$ cat src/ctrlPkg.sv
package ctrlPkg;

    // ----------------------------------------
    // ALU operand source
    // ----------------------------------------
    typedef enum logic [1:0] {
        selReg  = 2'b00,
        selImm  = 2'b01,
        selNone = 2'b11   // Idle between instructions
    } aluSelT;

    // ----------------------------------------
    // Flag update requests
    // ----------------------------------------
    typedef enum logic [2:0] {
        cKeep,
        cAlu,
        cClear,
        cSet,
        cInvert
    } carryUpdT;

    typedef enum logic [0:0] {
        zKeep,
        zAlu
    } zeroUpdT;

    localparam int pairAddrW = 4;

endpackage

$ cat src/isaPkg.sv
package isaPkg;

    // ----------------------------------------
    // Widths
    // ----------------------------------------
    localparam int nibbleW = 4;
    localparam int cycleW  = 3;
    localparam int addrW   = 12;

    // ----------------------------------------
    // Opcodes (OPR nibble)
    // ----------------------------------------
    localparam logic [3:0] oprNop    = 4'h0;
    localparam logic [3:0] oprJcn    = 4'h1;
    localparam logic [3:0] oprFimSrc = 4'h2;  // opa[0] picks SRC
    localparam logic [3:0] oprFinJin = 4'h3;  // opa[0] picks JIN
    localparam logic [3:0] oprJun    = 4'h4;
    localparam logic [3:0] oprJms    = 4'h5;
    localparam logic [3:0] oprInc    = 4'h6;
    localparam logic [3:0] oprAdd    = 4'h8;
    localparam logic [3:0] oprSub    = 4'h9;
    localparam logic [3:0] oprLd     = 4'hA;
    localparam logic [3:0] oprXch    = 4'hB;
    localparam logic [3:0] oprBbl    = 4'hC;
    localparam logic [3:0] oprLdm    = 4'hD;
    localparam logic [3:0] oprAccGrp = 4'hF;

    // Accumulator group subcodes
    localparam logic [3:0] opaClb = 4'h0;
    localparam logic [3:0] opaClc = 4'h1;
    localparam logic [3:0] opaIac = 4'h2;
    localparam logic [3:0] opaCmc = 4'h3;
    localparam logic [3:0] opaCma = 4'h4;
    localparam logic [3:0] opaRal = 4'h5;
    localparam logic [3:0] opaRar = 4'h6;
    localparam logic [3:0] opaTcc = 4'h7;
    localparam logic [3:0] opaDac = 4'h8;
    localparam logic [3:0] opaTcs = 4'h9;
    localparam logic [3:0] opaStc = 4'hA;
    localparam logic [3:0] opaDaa = 4'hB;
    localparam logic [3:0] opaKbp = 4'hC;  // Last defined code

    // Machine cycles that the decoder acts on
    localparam logic [2:0] cycX1 = 3'd5;
    localparam logic [2:0] cycX3 = 3'd7;

endpackage

$ cat src/ctrlOutput.sv
module ctrlOutput
    import isaPkg::*, ctrlPkg::*;
(
    input  logic                 clk,
    input  logic                 rstN,

    input  logic                 aluEnableNext,
    input  logic [nibbleW-1:0]   aluOpNext,
    input  logic [nibbleW-1:0]   aluSubOpNext,
    input  logic                 accWeNext,
    input  logic                 tempWeNext,
    input  logic                 regWeNext,
    input  logic                 regSrcSelNext,
    input  aluSelT               aluSelNext,
    input  logic                 pairWeNext,
    input  logic [pairAddrW-1:0] pairAddrNext,
    input  logic [2*nibbleW-1:0] pairDinNext,
    input  logic                 needImmNext,
    input  logic                 finImmNext,
    input  logic                 jumpNext,
    input  logic                 jumpCondNext,
    input  logic [addrW-1:0]     pcLoadDataNext,
    input  logic                 stackPushNext,
    input  logic                 stackPopNext,
    input  logic                 pcLoadUsePairNext,
    input  logic                 ccOut,

    output logic                 aluEnable,
    output logic [nibbleW-1:0]   aluOp,
    output logic [nibbleW-1:0]   aluSubOp,
    output logic                 accWe,
    output logic                 tempWe,
    output logic                 regWe,
    output logic                 regSrcSel,
    output aluSelT               aluSel,
    output logic                 pairWe,
    output logic [pairAddrW-1:0] pairAddr,
    output logic [2*nibbleW-1:0] pairDin,
    output logic                 needImm,
    output logic                 finImm,
    output logic                 pcLoad,
    output logic [addrW-1:0]     pcLoadData,
    output logic                 stackPush,
    output logic                 stackPop,
    output logic                 pcLoadUsePair
);

    logic loadNow;

    // Unconditional jump or JCN taken
    assign loadNow = jumpNext | (jumpCondNext & ccOut);

    always_ff @(posedge clk or negedge rstN) begin
        if (!rstN) begin
            aluEnable     <= 1'b0;
            aluOp         <= '0;
            aluSubOp      <= '0;
            accWe         <= 1'b0;
            tempWe        <= 1'b0;
            regWe         <= 1'b0;
            regSrcSel     <= 1'b0;
            aluSel        <= selReg;
            pairWe        <= 1'b0;
            pairAddr      <= '0;
            pairDin       <= '0;
            needImm       <= 1'b0;
            finImm        <= 1'b0;
            pcLoad        <= 1'b0;
            pcLoadData    <= '0;
            stackPush     <= 1'b0;
            stackPop      <= 1'b0;
            pcLoadUsePair <= 1'b0;
        end else begin
            aluEnable     <= aluEnableNext;
            aluOp         <= aluOpNext;
            aluSubOp      <= aluSubOpNext;
            accWe         <= accWeNext;
            tempWe        <= tempWeNext;
            regWe         <= regWeNext;
            regSrcSel     <= regSrcSelNext;
            aluSel        <= aluSelNext;
            pairWe        <= pairWeNext;
            pairAddr      <= pairAddrNext;
            pairDin       <= pairDinNext;
            needImm       <= needImmNext;
            finImm        <= finImmNext;
            pcLoad        <= loadNow;
            pcLoadData    <= loadNow ? pcLoadDataNext : '0;
            stackPush     <= stackPushNext;
            stackPop      <= stackPopNext;
            pcLoadUsePair <= pcLoadUsePairNext;
        end
    end

endmodule

$ cat src/decoderTop.sv
module decoderTop
    import isaPkg::*, ctrlPkg::*;
(
    input  logic                 clk,
    input  logic                 rstN,
    input  logic [nibbleW-1:0]   opr,
    input  logic [nibbleW-1:0]   opa,
    input  logic [cycleW-1:0]    cycle,
    input  logic                 carryFromAlu,
    input  logic                 zeroFromAlu,
    input  logic                 testFlag,
    input  logic                 immFetchActive,  // Second word in flight
    input  logic [addrW-1:0]     immAddr,

    output logic                 aluEnable,
    output logic [nibbleW-1:0]   aluOp,
    output logic [nibbleW-1:0]   aluSubOp,
    output logic                 accWe,
    output logic                 tempWe,
    output logic                 regWe,
    output logic                 regSrcSel,
    output aluSelT               aluSel,
    output logic                 pairWe,
    output logic [pairAddrW-1:0] pairAddr,
    output logic [2*nibbleW-1:0] pairDin,
    output logic                 needImm,
    output logic                 finImm,
    output logic                 pcLoad,
    output logic [addrW-1:0]     pcLoadData,
    output logic                 stackPush,
    output logic                 stackPop,
    output logic                 pcLoadUsePair,
    output logic                 carryFlag,
    output logic                 zeroFlag,
    output logic                 ccOut
);

    // ----------------------------------------
    // Decode results for the next edge
    // ----------------------------------------
    logic                 aluEnableNext;
    logic [nibbleW-1:0]   aluOpNext;
    logic [nibbleW-1:0]   aluSubOpNext;
    logic                 accWeNext;
    logic                 tempWeNext;
    logic                 regWeNext;
    logic                 regSrcSelNext;
    aluSelT               aluSelNext;
    logic                 pairWeNext;
    logic [pairAddrW-1:0] pairAddrNext;
    logic [2*nibbleW-1:0] pairDinNext;
    logic                 needImmNext;
    logic                 finImmNext;
    logic                 jumpNext;
    logic                 jumpCondNext;
    logic [addrW-1:0]     pcLoadDataNext;
    logic                 stackPushNext;
    logic                 stackPopNext;
    logic                 pcLoadUsePairNext;
    carryUpdT             carryUpd;
    zeroUpdT              zeroUpd;

    instrDecode i_instrDecode (.*);

    flagUnit i_flagUnit (.*);

    ctrlOutput i_ctrlOutput (.*);

endmodule

$ cat src/flagUnit.sv
module flagUnit
    import isaPkg::*, ctrlPkg::*;
(
    input  logic               clk,
    input  logic               rstN,
    input  carryUpdT           carryUpd,
    input  zeroUpdT            zeroUpd,
    input  logic               carryFromAlu,
    input  logic               zeroFromAlu,
    input  logic               testFlag,   // External TEST pin
    input  logic [nibbleW-1:0] opa,
    output logic               carryFlag,
    output logic               zeroFlag,
    output logic               ccOut
);

    logic testSync1;
    logic testSync2;
    logic ccRaw;

    // ----------------------------------------
    // Flag registers
    // ----------------------------------------
    always_ff @(posedge clk or negedge rstN) begin
        if (!rstN) begin
            carryFlag <= 1'b0;
            zeroFlag  <= 1'b0;
        end else begin
            case (carryUpd)
                cAlu:    carryFlag <= carryFromAlu;
                cClear:  carryFlag <= 1'b0;
                cSet:    carryFlag <= 1'b1;
                cInvert: carryFlag <= ~carryFlag;
                default: carryFlag <= carryFlag;
            endcase
            if (zeroUpd == zAlu) begin
                zeroFlag <= zeroFromAlu;
            end
        end
    end

    // TEST is asynchronous to the core
    always_ff @(posedge clk or negedge rstN) begin
        if (!rstN) begin
            testSync1 <= 1'b0;
            testSync2 <= 1'b0;
        end else begin
            testSync1 <= testFlag;
            testSync2 <= testSync1;
        end
    end

    // ----------------------------------------
    // JCN condition
    // ----------------------------------------
    always_comb begin
        ccRaw = (~testSync2 & opa[0])
              | (carryFlag  & opa[1])
              | (zeroFlag   & opa[2]);
        ccOut = opa[3] ? ~ccRaw : ccRaw;  // Invert bit
    end

endmodule

$ cat src/instrDecode.sv
module instrDecode
    import isaPkg::*, ctrlPkg::*;
(
    input  logic [nibbleW-1:0]   opr,
    input  logic [nibbleW-1:0]   opa,
    input  logic [cycleW-1:0]    cycle,
    input  logic                 immFetchActive,
    input  logic [addrW-1:0]     immAddr,

    output logic                 aluEnableNext,
    output logic [nibbleW-1:0]   aluOpNext,
    output logic [nibbleW-1:0]   aluSubOpNext,
    output logic                 accWeNext,
    output logic                 tempWeNext,
    output logic                 regWeNext,
    output logic                 regSrcSelNext,
    output aluSelT               aluSelNext,
    output logic                 pairWeNext,
    output logic [pairAddrW-1:0] pairAddrNext,
    output logic [2*nibbleW-1:0] pairDinNext,
    output logic                 needImmNext,
    output logic                 finImmNext,
    output logic                 jumpNext,
    output logic                 jumpCondNext,
    output logic [addrW-1:0]     pcLoadDataNext,
    output logic                 stackPushNext,
    output logic                 stackPopNext,
    output logic                 pcLoadUsePairNext,
    output carryUpdT             carryUpd,
    output zeroUpdT              zeroUpd
);

    logic                 isX1;
    logic                 isX3;
    logic                 firstX3;   // Second word still to come
    logic                 secondX3;  // Second word present
    logic [pairAddrW-1:0] evenPair;

    assign isX1     = (cycle == cycX1);
    assign isX3     = (cycle == cycX3);
    assign firstX3  = isX3 && !immFetchActive;
    assign secondX3 = isX3 && immFetchActive;
    assign evenPair = {opa[3:1], 1'b0};

    always_comb begin
        aluEnableNext     = 1'b0;
        aluOpNext         = '0;
        aluSubOpNext      = '0;
        accWeNext         = 1'b0;
        tempWeNext        = isX1;  // Temp <- ACC for every instruction
        regWeNext         = 1'b0;
        regSrcSelNext     = 1'b0;
        aluSelNext        = selNone;
        pairWeNext        = 1'b0;
        pairAddrNext      = '0;
        pairDinNext       = '0;
        needImmNext       = 1'b0;
        finImmNext        = 1'b0;
        jumpNext          = 1'b0;
        jumpCondNext      = 1'b0;
        stackPushNext     = 1'b0;
        stackPopNext      = 1'b0;
        pcLoadUsePairNext = 1'b0;
        carryUpd          = cKeep;
        zeroUpd           = zKeep;

        case (opr)
            oprJcn: begin
                needImmNext  = firstX3;
                jumpCondNext = secondX3;  // Resolved against ccOut later
            end

            oprFimSrc, oprFinJin: begin
                if (!opa[0]) begin
                    // FIM / FIN load the pair from the second word
                    needImmNext = firstX3;
                    finImmNext  = firstX3 && (opr == oprFinJin);
                    if (secondX3) begin
                        pairWeNext   = 1'b1;
                        pairAddrNext = evenPair;
                        pairDinNext  = immAddr[2*nibbleW-1:0];
                    end
                end else begin
                    if (isX1) begin
                        pairAddrNext = evenPair;  // SRC / JIN pair select
                    end
                    pcLoadUsePairNext = isX3 && (opr == oprFinJin);
                end
            end

            oprJun, oprJms: begin
                needImmNext   = firstX3;
                jumpNext      = secondX3;
                stackPushNext = secondX3 && (opr == oprJms);
            end

            oprInc, oprAdd, oprSub, oprLd: begin
                aluEnableNext = 1'b1;
                aluOpNext     = opr;
                if (isX3) begin
                    aluSelNext = selReg;
                    zeroUpd    = zAlu;
                    if (opr == oprInc) begin
                        regWeNext = 1'b1;
                    end else begin
                        accWeNext = 1'b1;
                    end
                    if (opr != oprLd) begin
                        carryUpd = cAlu;
                    end
                end
            end

            oprXch: begin
                aluEnableNext = 1'b1;
                aluOpNext     = oprLd;   // Reg passes through ALU for Z
                aluSelNext    = selReg;
                if (isX3) begin
                    accWeNext     = 1'b1;
                    regWeNext     = 1'b1;
                    regSrcSelNext = 1'b1;  // Reg <- temp
                    zeroUpd       = zAlu;
                end
            end

            oprBbl, oprLdm: begin
                aluEnableNext = 1'b1;
                aluOpNext     = opr;
                aluSelNext    = selImm;
                if (isX3) begin
                    accWeNext    = 1'b1;
                    stackPopNext = (opr == oprBbl);
                    if (opr == oprLdm) begin
                        zeroUpd = zAlu;
                    end
                end
            end

            // ----------------------------------------
            // Accumulator / carry group
            // ----------------------------------------
            oprAccGrp: begin
                aluEnableNext = 1'b1;
                aluOpNext     = oprAccGrp;
                aluSubOpNext  = opa;
                if (isX3) begin
                    accWeNext = (opa <= opaKbp)
                        && !(opa inside {opaClc, opaCmc, opaStc});
                    case (opa)
                        opaClb, opaClc, opaTcc, opaTcs:         carryUpd = cClear;
                        opaCmc:                                 carryUpd = cInvert;
                        opaStc:                                 carryUpd = cSet;
                        opaIac, opaRal, opaRar, opaDac, opaDaa: carryUpd = cAlu;
                        default:                                carryUpd = cKeep;
                    endcase
                    if (opa inside {opaClb, opaIac, opaCma, opaTcc, opaDac, opaDaa, opaKbp}) begin
                        zeroUpd = zAlu;
                    end
                end
            end

            default: begin
                // NOP and unused codes
            end
        endcase

        pcLoadDataNext = (jumpNext || jumpCondNext) ? immAddr : '0;
    end

endmodule

$ cat config.mk
export PLATFORM = sky130hd
export DESIGN_NAME = decoderTop
export DESIGN_NICKNAME = d
export VERILOG_FILES = /design/src/ctrlPkg.sv /design/src/isaPkg.sv /design/src/ctrlOutput.sv /design/src/decoderTop.sv /design/src/flagUnit.sv /design/src/instrDecode.sv
export SDC_FILE = /design/constraint.sdc
export NUM_CORES = 1
export LEC_CHECK = 0
export ABC_CLOCK_PERIOD_IN_PS = 2500
export BUFFER_PORTS_ARGS = -buffer_cell sky130_fd_sc_hd__buf_2
export CAP_MARGIN = 20
export CORE_MARGIN = 10
export CORE_UTILIZATION = 45
export CTS_BUF_LIST = sky130_fd_sc_hd__clkbuf_8
export DETAILED_ROUTE_END_ITERATION = 10
export GPL_TIMING_DRIVEN = 0
export PLACE_DENSITY = 0.82
export SLEW_MARGIN = 20
export SYNTH_ARGS = -nofsm -noshare
export SYNTH_HDL_FRONTEND = slang
export SYNTH_SLANG_ARGS = --single-unit
$ cat constraint.sdc
create_clock -name clk -period 2.5 [get_ports clk]
set_input_delay 0.25 -clock clk [delete_from_list [all_inputs] [get_ports clk]]
set_output_delay 0.25 -clock clk [all_outputs]
set_load 0.1 [all_outputs]
After elaboration in Yosys (flattened, before gate mapping) --
Memories as Yosys holds them, arrays and structs flattened. Index checks and enable logic that the tools add are counted.
Operators by class: muxes and demuxes 48, bitwise operators 10, eq/ne operators 29, $lt $le $gt $ge 1, reductions and logical operators 22
Operator list (count):
- == test 4 bit, second input constant | 11
- two-way mux 1 bit | 27
- two-way mux 12 bit | 2
- two-way mux 8 bit | 3
- == test 4 x 3 -> 1 bit, second input constant | 5
- two-way mux 4 bit | 5
- == test 4 x 2 -> 1 bit, second input constant | 4
- case mux 4 bit (3 select lines) | 1
- == test 3 bit, second input constant | 3
- == test 4 x 1 -> 1 bit, second input constant | 2
- OR reduction 8 bit | 1
- nonzero test 7 bit | 1
- == test 3 x 2 -> 1 bit, second input constant | 2
- logical AND 1 bit | 6
- two-way mux 3 bit | 2
- case mux 1 bit (3 select lines) | 2
- case mux 2 bit (3 select lines) | 1
- case mux 3 bit (2 select lines) | 1
- OR reduction 2 bit | 3
- OR reduction 3 bit | 2
- OR reduction 6 bit | 1
- OR reduction 5 bit | 1
- bitwise AND 1 bit | 4
- less-or-equal comparator 4 bit, second input constant | 1
- 13 further kinds | 19
Word-level totals: bits in read-only memories 48, register bits after elaboration 50, output and inout port bits 49, logic and storage cells 133, memories 1
Memory list:
- (no name shown) | depth 16, bits a word 3, rd ports 1, clocked after Yosys merged registers in 0, wr ports 0, RTL line instrDecode.sv:149 | case (opa)

Logic depth before layout (Yosys ltp) --
depth after elaboration 9, mapped depth 7, depth with buffers taken out 7

Hierarchy --
Synthesis repeated with hierarchy kept, for this count alone.
Unflattened totals: cell total of the unflattened synthesis 195, area total of the unflattened synthesis 2158.3 sq um
Modules (own cells, without submodules):
- ctrlOutput | area each 1246.2 sq um, cells each 61, instances 1, seq. area each 1151.1 sq um
- instrDecode | area each 739.5 sq um, cells each 120, instances 1, seq. area each 0.0 sq um
- flagUnit | area each 172.7 sq um, cells each 14, instances 1, seq. area each 100.1 sq um

Worst setup path after synthesis --
No wires, ideal clock.
path kind reg-to-output, start register i_flagUnit.zeroFlag, end output ccOut, setup slack 0.298 ns, path buffers 0, cell stages (with the launch flop) 4, required time 2.250 ns, arrival 1.952 ns, cells stage by stage dfrtp_1 > nand2_1 > nand4_1 > and2b_1
On the way: longest elaborated chain between the ends 4
RTL lines:
- from (decl) | RTL line flagUnit.sv:13 | output logic zeroFlag,
- from (signal assigned) | RTL line flagUnit.sv:37 | zeroFlag <= zeroFromAlu;
- bitwise AND 1 bit (*) | RTL line flagUnit.sv:59 | | (zeroFlag & opa[2]);
- OR 1 bit (*) | RTL line flagUnit.sv:59
- inverter 1 bit | RTL line flagUnit.sv:60 | ccOut = opa[3] ? ~ccRaw : ccRaw;
- two-way mux 1 bit (*) | RTL line flagUnit.sv:60
- to (decl) | RTL line decoderTop.sv:35 | output logic ccOut
Mark *: on every way between the ends. The rest lies on a longest branch, timed or not.

Final worst setup path --
Same ends and word-level chain as after synthesis.

==> parameters.txt <==
Parameter                              Value

Logic synthesis
  Yosys warns    0
  Average cell area after synthesis    11.19 um2
  Yosys top cell area share    approximately 58%
  Cell types with the highest counts after synthesis    dfrtp_1, nor2_1, and2_1, nand2_1, and2_4
  Most area-consuming cells after synthesis    dfrtp_1, and2_4, and2_1
  Cells after synthesis    190
  EDFF count, synth    0
  Most common flop cell mapped by yosys    dfrtp_1
  Summed instance area of the synthesized netlist    2127 um2
  Distinct cells, synth    46
  Most numerous cell in the Yosys netlist    dfrtp_1
  Syn Nets    223
  Register area share after synthesis    roughly 58%
  Number of storage elements in the synthesis netlist    49
  Async set or reset register ratio after synthesis    100.0%
  Post-synthesis cell type with the largest combined area    dfrtp_1

Clock tree
  Clock slew at reported path FFs    0.09 ns
  Root cell of the clock tree    clkbuf_8
  Resized cells post-CTS    0
  Num CTS Buffers    5
  CTS tree    yes
  Number of H-tree levels    2
  CTS sink count    between 40 and 50
  Insertion delay of the later-clocked pin in the worst-skew pair    0.30 ns
  Maximum clock path buffer count    2

GRT
  Via count of the first global-routing pass    1,651
  Pin count of the biggest net entering global routing    50
  Global-route usage over all layers    12.69%
  Total congestion overflow    0
  Initial antenna violation count    0
  Global-route wire length before repair    7.879 mm

Pwr
  Clock network fraction of total power    28.5%
  Fraction of power spent switching nets    roughly a third
  Static leakage    1.454 nW
  Power dissipated by switching net loads    a little over 0.0005 W
  Cell-internal power    around 0.0011 W
  Peak supply drop    0.2692 mV
  Power density over the cells    598.3 nW/um2
  Comb power frac    20.3%
  Portion of total power attributed to sequential cells    51.2%

Setup path
  CP bufs+invs    1
  Cell with the biggest individual delay on the critical path    dfrtp_1
  CP arrival    1.54 ns
  Endpoint type of the worst setup path    primary output
  Sequence of cells on the critical path    nand2_1 > a31oi_1 > and2b_1 > buf_2
  Maximum single-stage delay on the critical path    roughly 0.44 ns
  Setup CP Type    reg -> out
  Critical Path Fanout Max    6
  Startpoint kind of the worst setup timing path    flip-flop
  Critical path data required time    roughly 2.3 ns
  Delay-heaviest family, CP    flip-flops

Final layout
  Post-layout util    59.68%
  Fraction of layout instances using a drive strength above 1    between 30% and 40%
  Fill cell total of the finished layout    384
  Area growth from synthesis to layout    25.53%
  Number of antenna cells inserted    0
  Number of nets at the end of the flow    306
  Non-filler cells in the finished layout    326
  FF/Latch Area    roughly 1200 um2
  Multi-input gate area in the final layout    822.0 um2

Floorplan
  Floorplan core area    4474 um2
  Die width    88.75 um
  Standard-cell row count    24
  Number of top-level design ports    78
  Initial Utilization    roughly 48%
  Area of the die    7877 um2
  Die height    slightly below 90 um

Detailed routing
  Remaining number of nets flagged by the antenna check after routing    0
  1st-pass router iterations    5
  Routed vias/inst    a little over 5
  Vias    1,683
  Violation count after the first detailed-routing iteration    78
  Routed WL per cell    between 15 and 20 um
  DR DRC count    0
  Detailed Route WL    5.078 mm

STA
  Count of endpoints failing setup in the final report    0
  PnR worst setup slack    0.7058 ns
  Worst rel slew slack    about 61%
  Max Clock Skew    0.003406 ns
  Final hold violation count    0
  Period utilisation layout    a little under three quarters
  Period minus WS final    1.794 ns
  Setup repair after global routing missed its margin    no
  Slew at the pin closest to its max-slew limit    between 0.5 and 0.6 ns
  Total Negative Setup Slacks    0 ns
  Maximum achievable frequency    557.4 MHz
  Number of max-slew violations in the final report    0

Placement
  RePlAce Congestion    slightly above 0.9
  Placed instance count    317
  DP HPWL    3.900 mm
  Minimum setup slack after placement    0.6565 ns
  Buffers added on ports    75

Outcome
  Status    completed

Min path
  Min-Delay Path Class    in -> reg

Flow run
  Max-cap violation count    0
state kept, by name (all words and copies together), names as in the netlist, 2 cells and up:
signal / count
i_ctrlOutput.aluSubOp: 4
i_ctrlOutput.pcLoadData: 12
i_ctrlOutput.pairDin: 8
i_ctrlOutput.pairAddr: 3
i_ctrlOutput.aluSel: 2
i_ctrlOutput.aluOp: 4
cells by family (layout without fill, tap and decap cells):
logic type / Yosys count / in the layout / share of synthesized area (%)
AND/OR/NAND/NOR: 83 / 83 / 22.65
AO/OA/AOI/OAI: 31 / 31 / 10.35
XOR/XNOR: 3 / 3 / 1.236
other: 1 / 1 / 0.1763
adder cells (fa/ha/maj): 4 / 4 / 2.353
buffers and inverters: 15 / 99 / 3.706
multiplexers: 4 / 4 / 1.882
flip-flops: 49 / 49 / 57.65
final timing paths:
| kind | slack [ns] | to | cells past startpoint | startpoint |
|---|---|---|---|---|
| min reg2reg | 0.36 | i_flagUnit.testSync2 | 0 | i_flagUnit.testSync1 |
| max | 0.71 | ccOut | 4 | i_flagUnit.zeroFlag |
| max reg2reg | 0.85 | i_ctrlOutput.pcLoadData[3] | 6 | i_flagUnit.testSync2 |
| min in group asynchronous | 0.48 | i_ctrlOutput.pcLoadData[6] | 2 | rstN |
| min | 0.05 | i_flagUnit.testSync1 | 1 | testFlag |
| max in group asynchronous | 1.62 | i_ctrlOutput.pairAddr[3] | 2 | rstN |
per-layer routing:
metal	vias up	global-route usage, %	wire [um]
met1	787	15.13	2190
met3	4	4.320	470
met4	0	3.524	23
li1	822	-	-
met5	-	0	0
met2	70	21.28	2393
timing repair:
| action | in CTS | in global routing |
|---|---|---|
| buffers inserted | 0 | 0 |
| hold buffers | 0 | 1 |
| hold endpoints to repair | 0 | 49 |
power by group through the flow:
stage          combinational, W  clock (W)  sequential [W]
3_5_place_dp           0.000322          0        0.000834
2_1_floorplan          0.000109          0        0.000959
5_1_grt                0.000347   0.000507        0.000821
4_1_cts                0.000323   0.000478        0.000818
6_report               0.000324   0.000456        0.000818
3_3_place_gp           0.000318          0        0.000833
placed cells by master, fill, tap and decap left out, drive strengths merged, types with 4 or more instances in the layout:
cell type,netlist,routed
inv,6,7
clkbuf,2,7
ha,4,4
dfrtp,49,49
a21oi,7,7
nand4,4,4
nor2,16,16
mux2i,4,4
buf,7,82
and3,6,6
nand2,12,12
nand2b,7,7
and2,21,21
o21ai,6,6
stage by stage:
step           hold slack [ns]  area [um2]  power (W)
2_1_floorplan         -0.04559        2127   0.001068
3_3_place_gp            0.3500        2567   0.001151
3_5_place_dp            0.3394        2567   0.001156
4_1_cts                0.03851        2658   0.001620
5_1_grt                0.03926        2670   0.001675
6_report               0.05360        2670   0.001597
worst reg2reg max path, delay by kind of cell, from the launching register on:
kind                   cells  cell delay, ns
buffers and inverters      1            0.16
DFF                        1            0.38
and+or+nand+nor            3            0.53
AOI/OAI and AO/OA          2            0.48
final cells by class:
cell class | count | share of cell area (%)
Sequential cell | 49 | 45.92
Multi-Input combinational cell | 126 | 30.79
Timing Repair Buffer | 76 | 14.53
Clock buffer | 5 | 2.577
Tap cell | 52 | 2.437
Buffer | 9 | 2.109
Inverter | 6 | 0.8435
Clock inverter | 3 | 0.7966
No activity file was read; power rests on OpenSTA's default activity.
